### src/include/pipe_ctrl_params.svh
`ifndef PIPE_CTRL_PARAMS_SVH
`define PIPE_CTRL_PARAMS_SVH

// instruction and register file geometry
`define INST_WIDTH 32
`define REG_ADDR_WIDTH 5

// exception cause field
`define ECODE_WIDTH 4

// cause values as in the privileged spec
`define ECODE_INST_ADDR_MISALIGNED `ECODE_WIDTH'd0
`define ECODE_ILLEGAL_INST `ECODE_WIDTH'd2
`define ECODE_BREAKPOINT `ECODE_WIDTH'd3
`define ECODE_LOAD_ADDR_MISALIGNED `ECODE_WIDTH'd4
`define ECODE_STORE_ADDR_MISALIGNED `ECODE_WIDTH'd6

// user-mode environment call only
`define ECODE_ECALL `ECODE_WIDTH'd8

`endif

### src/source/pipe_ctrl_pkg.sv
`default_nettype none

`include "pipe_ctrl_params.svh"

package pipe_ctrl_pkg;

	typedef logic [`REG_ADDR_WIDTH-1:0] reg_addr_t;

	// rv32 major opcodes, bits [6:0]
	typedef enum logic [6:0] {
		OPC_LOAD = 7'b0000011,
		OPC_MISC_MEM = 7'b0001111,
		OPC_OP_IMM = 7'b0010011,
		OPC_AUIPC = 7'b0010111,
		OPC_STORE = 7'b0100011,
		OPC_OP = 7'b0110011,
		OPC_LUI = 7'b0110111,
		OPC_BRANCH = 7'b1100011,
		OPC_JALR = 7'b1100111,
		OPC_JAL = 7'b1101111,
		OPC_SYSTEM = 7'b1110011
	} opcode_e;

	// alu encoding shared with the datapath
	typedef enum logic [3:0] {
		ALU_OP_ADD = 4'd0,
		ALU_OP_SUB = 4'd10,
		ALU_OP_SLL = 4'd1,
		ALU_OP_SLT = 4'd12,
		ALU_OP_SLTU = 4'd14,
		ALU_OP_XOR = 4'd4,
		ALU_OP_SRL = 4'd5,
		ALU_OP_SRA = 4'd11,
		ALU_OP_OR = 4'd6,
		ALU_OP_AND = 4'd7,
		ALU_OP_SEQ = 4'd8,
		ALU_OP_SNE = 4'd9,
		ALU_OP_SGE = 4'd13,
		ALU_OP_SGEU = 4'd15
	} alu_op_e;

	typedef enum logic [1:0] {IMM_I, IMM_S, IMM_U} imm_type_e;
	typedef enum logic [1:0] {SRC_A_RS1, SRC_A_PC, SRC_A_ZERO} src_a_sel_e;
	typedef enum logic [1:0] {SRC_B_RS2, SRC_B_IMM, SRC_B_FOUR} src_b_sel_e;
	typedef enum logic [0:0] {WB_SRC_ALU, WB_SRC_MEM} wb_src_sel_e;

	typedef enum logic [2:0] {
		PC_PLUS_FOUR,
		PC_BRANCH_TARGET,
		PC_JAL_TARGET,
		PC_JALR_TARGET,
		PC_REPLAY,
		PC_HANDLER
	} pc_src_sel_e;

endpackage

`default_nettype wire

### src/source/pipe_ctrl_if.sv
`default_nettype none

// decode results of the DX instruction, before any kill
interface dx_ctrl_if;
	import pipe_ctrl_pkg::*;

	reg_addr_t rs1_addr;
	reg_addr_t rs2_addr;
	reg_addr_t rd_addr;
	logic uses_rs1;
	logic uses_rs2;
	logic wr_reg;
	wb_src_sel_e wb_src_sel;
	logic dmem_en;
	logic dmem_wen;
	logic branch_taken;
	logic jal;
	logic jalr;
	logic ebreak;
	logic ecall;
	logic illegal;

	modport decoder (
		output rs1_addr, rs2_addr, rd_addr, uses_rs1, uses_rs2, wr_reg, wb_src_sel,
		output dmem_en, dmem_wen, branch_taken, jal, jalr, ebreak, ecall, illegal
	);
	modport consumer (
		input rs1_addr, rs2_addr, rd_addr, uses_rs1, uses_rs2, wr_reg, wb_src_sel,
		input dmem_en, dmem_wen, branch_taken, jal, jalr, ebreak, ecall, illegal
	);
endinterface

// what the WB stage tells the earlier stages
interface wb_status_if;
	import pipe_ctrl_pkg::*;

	logic wr_reg;
	reg_addr_t reg_to_wr;
	logic load_in_wb;
	logic ex_wb;

	modport wb (output wr_reg, reg_to_wr, load_in_wb, ex_wb);
	modport observer (input wr_reg, reg_to_wr, load_in_wb, ex_wb);
endinterface

`default_nettype wire

### src/source/inst_decoder.sv
`default_nettype none

`include "pipe_ctrl_params.svh"

module inst_decoder (
	input wire logic [`INST_WIDTH-1:0] inst_dx,
	input wire logic cmp_true,
	dx_ctrl_if.decoder ctrl,
	output pipe_ctrl_pkg::imm_type_e imm_type,
	output pipe_ctrl_pkg::src_a_sel_e src_a_sel,
	output pipe_ctrl_pkg::src_b_sel_e src_b_sel,
	output pipe_ctrl_pkg::alu_op_e alu_op,
	output logic [2:0] dmem_size,
	output logic [2:0] dmem_type
);
	import pipe_ctrl_pkg::*;

	opcode_e opcode;
	logic [6:0] funct7;
	logic [2:0] funct3;
	logic [11:0] funct12;
	alu_op_e alu_op_arith;

	assign opcode = opcode_e'(inst_dx[6:0]);
	assign funct7 = inst_dx[31:25];
	assign funct3 = inst_dx[14:12];
	assign funct12 = inst_dx[31:20];

	assign ctrl.rs1_addr = inst_dx[19:15];
	assign ctrl.rs2_addr = inst_dx[24:20];
	assign ctrl.rd_addr = inst_dx[11:7];

	// width and sign extension come straight from funct3
	assign dmem_size = {1'b0, funct3[1:0]};
	assign dmem_type = funct3;

	// register-register and register-immediate arithmetic
	always_comb begin
		case (funct3)
			3'b000: alu_op_arith = (opcode == OPC_OP && funct7[5]) ? ALU_OP_SUB : ALU_OP_ADD;
			3'b001: alu_op_arith = ALU_OP_SLL;
			3'b010: alu_op_arith = ALU_OP_SLT;
			3'b011: alu_op_arith = ALU_OP_SLTU;
			3'b100: alu_op_arith = ALU_OP_XOR;
			3'b101: alu_op_arith = funct7[5] ? ALU_OP_SRA : ALU_OP_SRL;
			3'b110: alu_op_arith = ALU_OP_OR;
			default: alu_op_arith = ALU_OP_AND;
		endcase
	end

	// defaults first, then per-opcode overrides
	always_comb begin
		ctrl.uses_rs1 = 1'b1;
		ctrl.uses_rs2 = 1'b0;
		ctrl.wr_reg = 1'b0;
		ctrl.wb_src_sel = WB_SRC_ALU;
		ctrl.dmem_en = 1'b0;
		ctrl.dmem_wen = 1'b0;
		ctrl.branch_taken = 1'b0;
		ctrl.jal = 1'b0;
		ctrl.jalr = 1'b0;
		ctrl.ebreak = 1'b0;
		ctrl.ecall = 1'b0;
		ctrl.illegal = 1'b0;
		imm_type = IMM_I;
		src_a_sel = SRC_A_RS1;
		src_b_sel = SRC_B_IMM;
		alu_op = ALU_OP_ADD;
		case (opcode)
			OPC_LOAD: begin
				ctrl.dmem_en = 1'b1;
				ctrl.wr_reg = 1'b1;
				ctrl.wb_src_sel = WB_SRC_MEM;
				// no 64-bit or unsigned-word loads
				ctrl.illegal = (funct3 == 3'b011) || (funct3[2:1] == 2'b11);
			end
			OPC_STORE: begin
				ctrl.uses_rs2 = 1'b1;
				ctrl.dmem_en = 1'b1;
				ctrl.dmem_wen = 1'b1;
				imm_type = IMM_S;
				ctrl.illegal = (funct3 > 3'b010);
			end
			OPC_BRANCH: begin
				ctrl.uses_rs2 = 1'b1;
				ctrl.branch_taken = cmp_true;
				src_b_sel = SRC_B_RS2;
				case (funct3)
					3'b000: alu_op = ALU_OP_SEQ;
					3'b001: alu_op = ALU_OP_SNE;
					3'b100: alu_op = ALU_OP_SLT;
					3'b101: alu_op = ALU_OP_SGE;
					3'b110: alu_op = ALU_OP_SLTU;
					3'b111: alu_op = ALU_OP_SGEU;
					default: ctrl.illegal = 1'b1;
				endcase
			end
			OPC_JAL: begin
				ctrl.jal = 1'b1;
				ctrl.uses_rs1 = 1'b0;
				ctrl.wr_reg = 1'b1;
				src_a_sel = SRC_A_PC;
				src_b_sel = SRC_B_FOUR;
			end
			OPC_JALR: begin
				// link value is pc + 4, target comes from the datapath adder
				ctrl.jalr = 1'b1;
				ctrl.wr_reg = 1'b1;
				src_a_sel = SRC_A_PC;
				src_b_sel = SRC_B_FOUR;
				ctrl.illegal = (funct3 != 3'b000);
			end
			OPC_MISC_MEM: begin
				// fence is a no-op on this in-order core
				if (funct3 != 3'b000 || inst_dx[31:28] != 4'b0000 ||
						ctrl.rs1_addr != '0 || ctrl.rd_addr != '0) begin
					ctrl.illegal = 1'b1;
				end
			end
			OPC_OP_IMM: begin
				alu_op = alu_op_arith;
				ctrl.wr_reg = 1'b1;
				// upper bits of a shift immediate are reserved
				if (funct3 == 3'b001 && funct7 != 7'b0000000) begin
					ctrl.illegal = 1'b1;
				end
				if (funct3 == 3'b101 && (funct7 & 7'b1011111) != 7'b0000000) begin
					ctrl.illegal = 1'b1;
				end
			end
			OPC_OP: begin
				ctrl.uses_rs2 = 1'b1;
				ctrl.wr_reg = 1'b1;
				src_b_sel = SRC_B_RS2;
				alu_op = alu_op_arith;
			end
			OPC_AUIPC: begin
				ctrl.uses_rs1 = 1'b0;
				ctrl.wr_reg = 1'b1;
				src_a_sel = SRC_A_PC;
				imm_type = IMM_U;
			end
			OPC_LUI: begin
				ctrl.uses_rs1 = 1'b0;
				ctrl.wr_reg = 1'b1;
				src_a_sel = SRC_A_ZERO;
				imm_type = IMM_U;
			end
			OPC_SYSTEM: begin
				// only ecall and ebreak, no csr access
				if (funct3 == 3'b000 && ctrl.rs1_addr == '0 && ctrl.rd_addr == '0) begin
					case (funct12)
						12'h000: ctrl.ecall = 1'b1;
						12'h001: ctrl.ebreak = 1'b1;
						default: ctrl.illegal = 1'b1;
					endcase
				end else begin
					ctrl.illegal = 1'b1;
				end
			end
			default: begin
				ctrl.illegal = 1'b1;
			end
		endcase
	end

endmodule

`default_nettype wire

### src/source/fetch_dx_ctrl.sv
`default_nettype none

`include "pipe_ctrl_params.svh"

module fetch_dx_ctrl (
	input wire logic clk,
	input wire logic reset,
	input wire logic imem_wait,
	input wire logic imem_badmem_e,
	dx_ctrl_if.consumer ctrl,
	wb_status_if.observer wb,
	input wire logic stall_wb,
	input wire logic load_use,
	output logic stall_if,
	output logic kill_if,
	output logic stall_dx,
	output logic kill_dx,
	output logic ex_dx,
	output logic killed_dx,
	output logic [`ECODE_WIDTH-1:0] ex_code_dx,
	output logic dmem_en,
	output logic dmem_wen,
	output pipe_ctrl_pkg::pc_src_sel_e pc_src_sel
);
	import pipe_ctrl_pkg::*;

	logic replay_if;
	logic had_ex_dx;
	logic prev_killed_dx;
	logic ex_if;
	logic new_ex_dx;
	logic branch_taken;
	logic jal;
	logic jalr;
	logic redirect;

	// a redirect that meets an imem wait must be fetched again
	always_ff @(posedge clk) begin
		if (reset) begin
			replay_if <= 1'b1;
		end else begin
			replay_if <= redirect && imem_wait;
		end
	end

	always_ff @(posedge clk) begin
		if (reset) begin
			had_ex_dx <= 1'b0;
			prev_killed_dx <= 1'b1;
		end else if (!stall_dx) begin
			had_ex_dx <= ex_if;
			prev_killed_dx <= kill_if;
		end
	end

	assign ex_if = imem_badmem_e && !imem_wait && !redirect && !replay_if;
	assign stall_if = stall_dx || (imem_wait && !redirect && !wb.ex_wb);
	assign kill_if = stall_if || ex_if || ex_dx || wb.ex_wb || redirect || replay_if;

	// exceptions never wait behind a load-use stall
	assign stall_dx = stall_wb || (load_use && !(ex_dx || wb.ex_wb));
	assign kill_dx = stall_dx || ex_dx || wb.ex_wb;
	assign killed_dx = prev_killed_dx || kill_dx;

	// a bubble in DX carries no new cause
	assign new_ex_dx = (ctrl.illegal || ctrl.ebreak || ctrl.ecall) && !prev_killed_dx;
	assign ex_dx = had_ex_dx || new_ex_dx;

	always_comb begin
		if (had_ex_dx) begin
			ex_code_dx = `ECODE_INST_ADDR_MISALIGNED;
		end else if (ctrl.illegal) begin
			ex_code_dx = `ECODE_ILLEGAL_INST;
		end else if (ctrl.ebreak) begin
			ex_code_dx = `ECODE_BREAKPOINT;
		end else if (ctrl.ecall) begin
			ex_code_dx = `ECODE_ECALL;
		end else begin
			ex_code_dx = `ECODE_INST_ADDR_MISALIGNED;
		end
	end

	assign branch_taken = ctrl.branch_taken && !killed_dx;
	assign jal = ctrl.jal && !killed_dx;
	assign jalr = ctrl.jalr && !killed_dx;
	assign redirect = branch_taken || jal || jalr;

	assign dmem_en = ctrl.dmem_en && !killed_dx;
	assign dmem_wen = ctrl.dmem_wen && !killed_dx;

	always_comb begin
		if (wb.ex_wb) begin
			pc_src_sel = PC_HANDLER;
		end else if (replay_if || (stall_if && !imem_wait)) begin
			pc_src_sel = PC_REPLAY;
		end else if (branch_taken) begin
			pc_src_sel = PC_BRANCH_TARGET;
		end else if (jal) begin
			pc_src_sel = PC_JAL_TARGET;
		end else if (jalr) begin
			pc_src_sel = PC_JALR_TARGET;
		end else begin
			pc_src_sel = PC_PLUS_FOUR;
		end
	end

endmodule

`default_nettype wire

### src/source/wb_ctrl.sv
`default_nettype none

`include "pipe_ctrl_params.svh"

module wb_ctrl (
	input wire logic clk,
	input wire logic reset,
	input wire logic dmem_wait,
	input wire logic dmem_badmem_e,
	dx_ctrl_if.consumer ctrl,
	input wire logic kill_dx,
	input wire logic stall_dx,
	input wire logic ex_dx,
	input wire logic killed_dx,
	input wire logic [`ECODE_WIDTH-1:0] ex_code_dx,
	wb_status_if.wb status,
	output logic stall_wb,
	output logic kill_wb,
	output logic wr_reg_wb,
	output logic [`REG_ADDR_WIDTH-1:0] reg_to_wr_wb,
	output pipe_ctrl_pkg::wb_src_sel_e wb_src_sel_wb,
	output logic exception_wb,
	output logic [`ECODE_WIDTH-1:0] exception_code_wb,
	output logic retire_wb
);

	logic prev_killed_wb;
	logic had_ex_wb;
	logic wr_reg_unkilled_wb;
	logic dmem_en_wb;
	logic store_in_wb;
	logic [`ECODE_WIDTH-1:0] prev_ex_code_wb;
	logic mem_in_wb;
	logic dmem_fault;
	logic ex_wb;

	always_ff @(posedge clk) begin
		if (reset) begin
			prev_killed_wb <= 1'b1;
			had_ex_wb <= 1'b0;
			wr_reg_unkilled_wb <= 1'b0;
			dmem_en_wb <= 1'b0;
			store_in_wb <= 1'b0;
		end else if (!stall_wb) begin
			prev_killed_wb <= killed_dx;
			had_ex_wb <= ex_dx;
			wr_reg_unkilled_wb <= ctrl.wr_reg && !kill_dx;
			dmem_en_wb <= ctrl.dmem_en && !kill_dx;
			store_in_wb <= ctrl.dmem_wen && !kill_dx;
		end
	end

	// a held DX stage only sends a bubble, so payload keeps its value
	always_ff @(posedge clk) begin
		if (!stall_wb && !stall_dx) begin
			reg_to_wr_wb <= ctrl.rd_addr;
			wb_src_sel_wb <= ctrl.wb_src_sel;
			prev_ex_code_wb <= ex_code_dx;
		end
	end

	assign mem_in_wb = dmem_en_wb && !prev_killed_wb;
	assign dmem_fault = dmem_badmem_e && mem_in_wb;
	assign ex_wb = had_ex_wb || dmem_fault;

	assign stall_wb = dmem_wait && mem_in_wb && !ex_wb;
	assign kill_wb = stall_wb || ex_wb;

	// loads write a register, stores do not
	always_comb begin
		if (had_ex_wb) begin
			exception_code_wb = prev_ex_code_wb;
		end else if (wr_reg_unkilled_wb) begin
			exception_code_wb = `ECODE_LOAD_ADDR_MISALIGNED;
		end else begin
			exception_code_wb = `ECODE_STORE_ADDR_MISALIGNED;
		end
	end

	assign exception_wb = ex_wb;
	assign wr_reg_wb = wr_reg_unkilled_wb && !prev_killed_wb && !kill_wb;
	assign retire_wb = !(kill_wb || prev_killed_wb);

	assign status.wr_reg = wr_reg_wb;
	assign status.reg_to_wr = reg_to_wr_wb;
	assign status.load_in_wb = mem_in_wb && !store_in_wb;
	assign status.ex_wb = ex_wb;

endmodule

`default_nettype wire

### src/source/hazard_unit.sv
`default_nettype none

module hazard_unit (
	dx_ctrl_if.consumer ctrl,
	wb_status_if.observer wb,
	output logic bypass_rs1,
	output logic bypass_rs2,
	output logic load_use
);

	logic raw_rs1;
	logic raw_rs2;

	// x0 is never a real dependency
	assign raw_rs1 = wb.wr_reg && ctrl.uses_rs1 && (ctrl.rs1_addr == wb.reg_to_wr) &&
		(ctrl.rs1_addr != '0);
	assign raw_rs2 = wb.wr_reg && ctrl.uses_rs2 && (ctrl.rs2_addr == wb.reg_to_wr) &&
		(ctrl.rs2_addr != '0);

	// load data arrives too late to forward
	assign bypass_rs1 = raw_rs1 && !wb.load_in_wb;
	assign bypass_rs2 = raw_rs2 && !wb.load_in_wb;
	assign load_use = wb.load_in_wb && (raw_rs1 || raw_rs2);

endmodule

`default_nettype wire

### src/source/pipe_ctrl_top.sv
`default_nettype none

`include "pipe_ctrl_params.svh"

module pipe_ctrl_top (
	input wire logic clk,
	input wire logic reset,
	input wire logic [`INST_WIDTH-1:0] inst_dx,
	input wire logic imem_wait,
	input wire logic imem_badmem_e,
	input wire logic dmem_wait,
	input wire logic dmem_badmem_e,
	input wire logic cmp_true,
	output pipe_ctrl_pkg::pc_src_sel_e pc_src_sel,
	output pipe_ctrl_pkg::imm_type_e imm_type,
	output pipe_ctrl_pkg::src_a_sel_e src_a_sel,
	output pipe_ctrl_pkg::src_b_sel_e src_b_sel,
	output pipe_ctrl_pkg::alu_op_e alu_op,
	output logic bypass_rs1,
	output logic bypass_rs2,
	output logic dmem_en,
	output logic dmem_wen,
	output logic [2:0] dmem_size,
	output logic [2:0] dmem_type,
	output logic wr_reg_wb,
	output logic [`REG_ADDR_WIDTH-1:0] reg_to_wr_wb,
	output pipe_ctrl_pkg::wb_src_sel_e wb_src_sel_wb,
	output logic stall_if,
	output logic kill_if,
	output logic stall_dx,
	output logic kill_dx,
	output logic stall_wb,
	output logic kill_wb,
	output logic exception_wb,
	output logic [`ECODE_WIDTH-1:0] exception_code_wb,
	output logic retire_wb
);

	logic ex_dx;
	logic killed_dx;
	logic [`ECODE_WIDTH-1:0] ex_code_dx;
	logic load_use;

	dx_ctrl_if dx_ctrl ();
	wb_status_if wb_status ();

	inst_decoder inst_decoder_i (
		.inst_dx(inst_dx),
		.cmp_true(cmp_true),
		.ctrl(dx_ctrl.decoder),
		.imm_type(imm_type),
		.src_a_sel(src_a_sel),
		.src_b_sel(src_b_sel),
		.alu_op(alu_op),
		.dmem_size(dmem_size),
		.dmem_type(dmem_type)
	);

	fetch_dx_ctrl fetch_dx_ctrl_i (
		.clk(clk),
		.reset(reset),
		.imem_wait(imem_wait),
		.imem_badmem_e(imem_badmem_e),
		.ctrl(dx_ctrl.consumer),
		.wb(wb_status.observer),
		.stall_wb(stall_wb),
		.load_use(load_use),
		.stall_if(stall_if),
		.kill_if(kill_if),
		.stall_dx(stall_dx),
		.kill_dx(kill_dx),
		.ex_dx(ex_dx),
		.killed_dx(killed_dx),
		.ex_code_dx(ex_code_dx),
		.dmem_en(dmem_en),
		.dmem_wen(dmem_wen),
		.pc_src_sel(pc_src_sel)
	);

	wb_ctrl wb_ctrl_i (
		.clk(clk),
		.reset(reset),
		.dmem_wait(dmem_wait),
		.dmem_badmem_e(dmem_badmem_e),
		.ctrl(dx_ctrl.consumer),
		.kill_dx(kill_dx),
		.stall_dx(stall_dx),
		.ex_dx(ex_dx),
		.killed_dx(killed_dx),
		.ex_code_dx(ex_code_dx),
		.status(wb_status.wb),
		.stall_wb(stall_wb),
		.kill_wb(kill_wb),
		.wr_reg_wb(wr_reg_wb),
		.reg_to_wr_wb(reg_to_wr_wb),
		.wb_src_sel_wb(wb_src_sel_wb),
		.exception_wb(exception_wb),
		.exception_code_wb(exception_code_wb),
		.retire_wb(retire_wb)
	);

	hazard_unit hazard_unit_i (
		.ctrl(dx_ctrl.consumer),
		.wb(wb_status.observer),
		.bypass_rs1(bypass_rs1),
		.bypass_rs2(bypass_rs2),
		.load_use(load_use)
	);

endmodule

`default_nettype wire

### config.mk
export PLATFORM = sky130hd
export DESIGN_NAME = pipe_ctrl_top
export DESIGN_NICKNAME = d
export VERILOG_FILES = /design/src/source/pipe_ctrl_pkg.sv /design/src/source/pipe_ctrl_if.sv /design/src/source/inst_decoder.sv /design/src/source/fetch_dx_ctrl.sv /design/src/source/wb_ctrl.sv /design/src/source/hazard_unit.sv /design/src/source/pipe_ctrl_top.sv
export VERILOG_INCLUDE_DIRS = /design/src /design/src/include
export SDC_FILE = /design/constraint.sdc
export NUM_CORES = 1
export LEC_CHECK = 0
export ABC_AREA = 0
export BUFFER_PORTS_ARGS = -buffer_cell sky130_fd_sc_hd__buf_2
export CAP_MARGIN = 20
export CORE_MARGIN = 1
export CORE_UTILIZATION = 29
export CTS_CLUSTER_SIZE = 14
export DETAILED_ROUTE_END_ITERATION = 8
export HOLD_SLACK_MARGIN = 0.1
export PLACE_DENSITY_LB_ADDON = 0.12
export SLEW_MARGIN = 25
export SYNTH_ARGS = -nofsm -noshare
export SYNTH_HDL_FRONTEND = slang
export SYNTH_SLANG_ARGS = --single-unit
### constraint.sdc
create_clock -name clk -period 5.5 [get_ports clk]
set_input_delay 1.65 -clock clk [delete_from_list [all_inputs] [get_ports clk]]
set_output_delay 1.65 -clock clk [all_outputs]
set_load 0.005 [all_outputs]
Word-level counts from Yosys, hierarchy flattened

Cells that the tools add are included.

Order comparisons: 1
Equal/unequal tests: 22
Muxes and demuxes: 40
Reductions and logical operators: 104

Operator list:

| kind                  | number |
|---|---|
| $logic_and A1 B1 Y1   | 39 |
| $eq A7 B7 Y1 const B  | 4 |
| $pmux W4 S7           | 1 |
| $logic_or A1 B1 Y1    | 25 |
| $pmux W4 S6           | 1 |
| $eq A7 B6 Y1 const B  | 3 |
| $mux W1               | 21 |
| $mux W4               | 4 |
| $logic_not A1 Y1      | 15 |
| $reduce_bool A5 Y1    | 3 |
| $eq A7 B5 Y1 const B  | 2 |
| $reduce_bool A7 Y1    | 2 |
| $reduce_or A2 Y1      | 7 |
| $eq A12 B1 Y1 const B | 1 |
| $eq A3 B3 Y1 const B  | 4 |
| $logic_not A12 Y1     | 1 |
| $mux W3               | 4 |
| $pmux W2 S2           | 3 |
| $reduce_or A3 Y1      | 4 |
| $eq A5 B5 Y1          | 2 |
| $logic_not A5 Y1      | 2 |
| $mux W2               | 4 |
| $pmux W1 S8           | 1 |
| $pmux W4 S2           | 1 |
| other kinds (12)      | 13 |

Flip-flop bits (word level): 18
Output and inout bits: 42

Logic depth before layout (Yosys ltp)

Depth after elaboration: 32
Depth in mapped cells: 9

By module

Synthesis repeated with hierarchy kept, for this count alone.

Cell total of the unflattened synthesis: 237
Area, all modules: 1835.5 sq um

By module, submodules not included:

| module        | instances | cells an instance | area each (sq um) | sequential area each (sq um) |
|---|---|---|---|---|
| inst_decoder  | 1         | 113               | 706.9             | 0.0 |
| wb_ctrl       | 1         | 53                | 646.9             | 400.4 |
| fetch_dx_ctrl | 1         | 45                | 302.8             | 60.1 |
| hazard_unit   | 1         | 26                | 178.9             | 0.0 |

Worst setup path after synthesis

Ideal clock, no wire load.

Path type: in2out
Start: input port inst_dx[6]
End: output port pc_src_sel[1]
Arrival time: 3632 ps
Data required time: 3850 ps
Setup slack: 218 ps
Stages: 9
Path buffers: 1
Path through: buf_6 or3b_1 or3_1 a31oi_4 nor4_2 a21oi_1 o21a_2 inv_2 a2111oi_2

Longest elaborated chain between the ends: 26
Elaborated cells between the ends (all ways): 58
Classes of those cells: eq/ne: 11; mux: 13; reduce/logical: 34

RTL lines:

| element                              | RTL line            | RTL |
|---|---|---|
| from (decl)                          | pipe_ctrl_top.sv:8  | `` input wire logic [`INST_WIDTH-1:0] inst_dx, `` |
| $eq A7 B5 Y1 (tied with other cells) | inst_decoder.sv:69  | `case (opcode)` |
| $reduce_or A4 Y1 (no source line)    | -                   |  |
| $pmux W1 S8                          | inst_decoder.sv:69  |  |
| $logic_or A1 B1 Y1 (2 in a row)      | fetch_dx_ctrl.sv:66 | `assign new_ex_dx = (ctrl.illegal \|\| ctrl.ebreak \|\| ctrl.ecall) && !prev_killed_dx;` |
| $logic_and A1 B1 Y1                  | fetch_dx_ctrl.sv:66 |  |
| $logic_or A1 B1 Y1                   | fetch_dx_ctrl.sv:67 | `assign ex_dx = had_ex_dx \|\| new_ex_dx;` |
| $logic_or A1 B1 Y1                   | fetch_dx_ctrl.sv:61 | `assign stall_dx = stall_wb \|\| (load_use && !(ex_dx \|\| wb.ex_wb));` |
| $logic_not A1 Y1                     | fetch_dx_ctrl.sv:61 |  |
| [2 not listed]                       | -                   |  |
| via stall_dx                         | pipe_ctrl_top.sv:30 | `output logic stall_dx,` |
| [5 not listed]                       | -                   |  |
| $logic_or A1 B1 Y1 (2 in a row)      | fetch_dx_ctrl.sv:86 | `assign redirect = branch_taken \|\| jal \|\| jalr;` |
| $logic_not A1 Y1                     | fetch_dx_ctrl.sv:57 | `assign stall_if = stall_dx \|\| (imem_wait && !redirect && !wb.ex_wb);` |
| $logic_and A1 B1 Y1 (2 in a row)     | fetch_dx_ctrl.sv:57 |  |
| $logic_or A1 B1 Y1                   | fetch_dx_ctrl.sv:57 |  |
| $logic_and A1 B1 Y1                  | fetch_dx_ctrl.sv:94 | `end else if (replay_if \|\| (stall_if && !imem_wait)) begin` |
| $logic_or A1 B1 Y1                   | fetch_dx_ctrl.sv:94 |  |
| $mux W3 *                            | fetch_dx_ctrl.sv:94 |  |
| $mux W3 *                            | fetch_dx_ctrl.sv:92 | `if (wb.ex_wb) begin` |
| to (decl)                            | pipe_ctrl_top.sv:14 | `output pipe_ctrl_pkg::pc_src_sel_e pc_src_sel,` |

The timed path passes the listed nets; every way through them passes the cells marked *.

Final worst setup path

Start: input port inst_dx[5]
End: output port pc_src_sel[1]

Longest elaborated chain between the ends: 26
Elaborated cells between the ends (all ways): 58
Classes of those cells: eq/ne: 11; mux: 13; reduce/logical: 34

RTL lines:

| element                              | RTL line |
|---|---|
| $eq A7 B5 Y1 (tied with other cells) | inst_decoder.sv:69 |
| $reduce_or A4 Y1 (no source line)    | - |
| $pmux W1 S8                          | inst_decoder.sv:69 |
| $logic_or A1 B1 Y1 (2 in a row)      | fetch_dx_ctrl.sv:66 |
| $logic_and A1 B1 Y1                  | fetch_dx_ctrl.sv:66 |
| $logic_or A1 B1 Y1                   | fetch_dx_ctrl.sv:67 |
| $logic_or A1 B1 Y1                   | fetch_dx_ctrl.sv:61 |
| $logic_not A1 Y1                     | fetch_dx_ctrl.sv:61 |
| [7 not listed]                       | - |
| $logic_or A1 B1 Y1 (2 in a row)      | fetch_dx_ctrl.sv:86 |
| $logic_not A1 Y1                     | fetch_dx_ctrl.sv:57 |
| $logic_and A1 B1 Y1 (2 in a row)     | fetch_dx_ctrl.sv:57 |
| $logic_or A1 B1 Y1                   | fetch_dx_ctrl.sv:57 |
| $logic_and A1 B1 Y1                  | fetch_dx_ctrl.sv:94 |
| $logic_or A1 B1 Y1                   | fetch_dx_ctrl.sv:94 |
| $mux W3 *                            | fetch_dx_ctrl.sv:94 |
| $mux W3 *                            | fetch_dx_ctrl.sv:92 |

Every way passes the cells marked *; elsewhere a longest branch is shown, timed or not.

==> results.cfg <==
[status]
status = completed

[floorplan]
dieWidth_um = 75.8
ios = 81
core.rowCount = 26
die_y_um = 75.8
start_util = 0.306
core_um2 = 5170
dieArea_um2 = 5750

[synth]
synthAdderAreaFrac = 0
syn-cell-area_um2 = 1580
synth_area_leaders = edfxtp_1 (17%), dfxtp_1 (10%), nand2_1 (5.2%), nor2_1 (5.0%), inv_1 (3.3%)
async_flop_share = 0
netlist_instances = 205
synth_top_family_by_area = simple AND/OR/NAND/NOR gates
synth_area_leader_cell = edfxtp_1
synth.area.mux_share = 0
synth-simple-area-share = 0.381
synth-edff-count = 9
synth_nets = 244
synth_compound_area_frac = 0.210
syn-mean-instance-area_um2 = 7.71
synthFlopType = edfxtp_1
synth_top_area_frac = 0.171
yosysSeqAreaShare = 0.272
synth_seq_cells = 17
yosys.area_share.xor_xnor = 0.0498
synth_cell_types = 59
yosysWarnings = 0

[finish]
area_delta_synth_final_pct = 46.5
layout.nets = 347
drive_gt1_frac = 0.430
fillers = 556
diodes = 0

[power_and_ir_drop]
power.leakage_nw = 1.08
ir_drop_uv = 59.9
power_density_nw_per_um2 = 137

[route]
vias = 1839
vias_per_cell = 4.88
wl_um = 5070
first_pass_iters = 4
antenna_left = 0
wire_per_inst_um = 13.5
drtIter0Drc = 73
drc = 0

[clocking]
htreeDepth = 1
clockBufferDepth = 2
path_clk_slew_ns = 0.07
cts_hold_buf = 0
root_buffer = clkbuf_8
cts_tree = yes
clk_latency_ns = 0.25
cts_sinks = 17
cts_buffers = 3

[setup_path]
crit_family = compound AO/OA/AOI/OAI gates
slowest_delay_ns = 0.41
r2r-start = wb_ctrl_i.reg_to_wr_wb[1]
endpoint_kind = output pin
worstPathCellList = buf_2 > or3b_4 > or3_1 > a31oi_4 > nor4_4 > a21oi_2 > o21a_2 > inv_2 > a2111oi_2 > buf_2
crit_buf_inv = 3
arrival_ns = 3.73
crit_path_top_delay_cell = or3b_4
worst_ep_required_time_ns = 3.85
path_common_cell = buf_2
crit_path_max_fanout = 4
timing.setup.critical_path_class = primary input to output pin
cp-start-kind = primary input
crit_start = inst_dx[5]
r2r_slack_ns = 3.06

[placed_design]
io_buffers = 79
pre_cts_ws_ns = 0.0286
dp_hpwl_um = 4150
gp_congestion = 0.805

[global_route]
overflow = 0
grt_start_max_net_pins = 12
antenna_found_initial = 0
grt_pass1_vias = 1690
grt_pass1_wl_um = 7920
grtUsageTotal = 0.180

[sta]
setup_slack_ns = 0.119
tns_ns = 0
finalSetupViolations = 0
drv_slew = 0
fmax_ghz = 0.186
fin_crit_sh = 0.978
finalClockSkew_ns = 0.00160
holdWs_ns = 0.475
hold_viol = 0
period_needed_ns = 5.38

[hold_path]
hp-class = flop to flop
hp-start = wb_ctrl_i.wr_reg_unkilled_wb

[flow_run]
max_cap_violations = 0
## synth_stat cells (2+ instances only)
master and count:
nand2b_1 7, nand4_1 6, or4_1 5, nor2_1 21, clkbuf_1 2, nand3_1 6
o22ai_1 2, o21ai_1 2, xor2_1 5, nor4_1 4, a21oi_1 10, dfxtp_1 8
o21ai_0 6, inv_1 14, o31ai_1 3, xnor2_1 4, a31oi_1 2, buf_4 6
nor2b_1 6, or3_1 2, a22o_1 2, o32a_1 2, edfxtp_1 9, nor3_1 10
and2_1 5, nand2_1 22, buf_2 2
## cells in the final DEF (no fill, tap or decap), types with 7 or more instances in the layout
| cell | count |
|---|---|
| inv_1 | 14 |
| nor2_1 | 21 |
| nor3_1 | 10 |
| edfxtp_1 | 9 |
| dfxtp_1 | 8 |
| buf_2 | 79 |
| nand2b_1 | 7 |
| a21oi_1 | 7 |
| nand2_1 | 21 |
| buf_4 | 30 |
## area by class of cell
cell class	instances	area [um2]	share of cell area
tap	70	87.6	0.0378
clock buffer	4	45.0	0.0194
multi-input combinational	161	1070	0.463
timing repair buffer	109	621	0.268
sequential	17	430	0.186
inverter	16	60.1	0.0259
## cells by family (layout without fill, tap and decap cells)
| group | Yosys count | after routing |
|---|---|---|
| other | 1 | 1 |
| and+or+nand+nor | 109 | 109 |
| DFF | 17 | 17 |
| buffers and inverters | 27 | 129 |
| xor gates and xnor gates | 9 | 9 |
| AOI/OAI and AO/OA | 42 | 42 |
## worst register-to-register path: stages, from the launching register on
cell,delay [ns]
edfxtp_1,0.44
xnor2_1,0.16
nand3_1,0.11
a2111oi_2,0.42
a41oi_1,0.14
or4_1,0.44
o21a_2,0.24
buf_4,0.19
o32a_1,0.18
## routing by layer
metal / routed length, um / vias up / global-route usage / share of wire
met2: 2360 / 45 / 0.289 / 0.46
met5: 0 / - / 0 / 0
li1: - / 945 / - / -
met1: 2490 / 847 / 0.261 / 0.49
met4: 35 / 0 / 0.0391 / 0.0069
met3: 187 / 2 / 0.0146 / 0.037
## worst paths after layout
path,to,cells past startpoint
worst max-delay path,pc_src_sel[1],10
worst min-delay path,wb_ctrl_i.wr_reg_unkilled_wb,2
worst max register to register,fetch_dx_ctrl_i.prev_killed_dx,8
worst min register to register,wb_ctrl_i.wr_reg_unkilled_wb,2
## power breakdown
part	internal [mW]	switching, mW	total, mW
registers	0.137	0.00402	0.141
logic	0.0408	0.0434	0.0842
clock network	0.0513	0.0420	0.0933
total	0.229	0.0894	0.318
## sequential cells by signal, summed over array words and instances, names as in the netlist
register	cells
fetch_dx_ctrl_i.replay_if	1
wb_ctrl_i.prev_ex_code_wb	3
wb_ctrl_i.wr_reg_unkilled_wb	1
wb_ctrl_i.store_in_wb	1
wb_ctrl_i.reg_to_wr_wb	5
wb_ctrl_i.wb_src_sel_wb	1
fetch_dx_ctrl_i.had_ex_dx	1
wb_ctrl_i.prev_killed_wb	1
fetch_dx_ctrl_i.prev_killed_dx	1
wb_ctrl_i.dmem_en_wb	1
wb_ctrl_i.had_ex_wb	1
## timing repair
action | 4_1_cts | 5_1_grt
buffers inserted | 0 | 3
gates resized for setup | 0 | 15
setup endpoints to repair | 0 | 6
## per-stage QoR
stage          utilization  std cells  cell area [um2]  total power [mW]
3_3_place_gp         0.424        370             2190             0.222
4_1_cts              0.433        374             2240             0.315
6_report             0.448        377             2320             0.318
2_1_floorplan            -        205             1580             0.183
3_5_place_dp         0.424        370             2190             0.222
5_1_grt              0.448        377             2320             0.335
(Power assumes the default switching activity.)
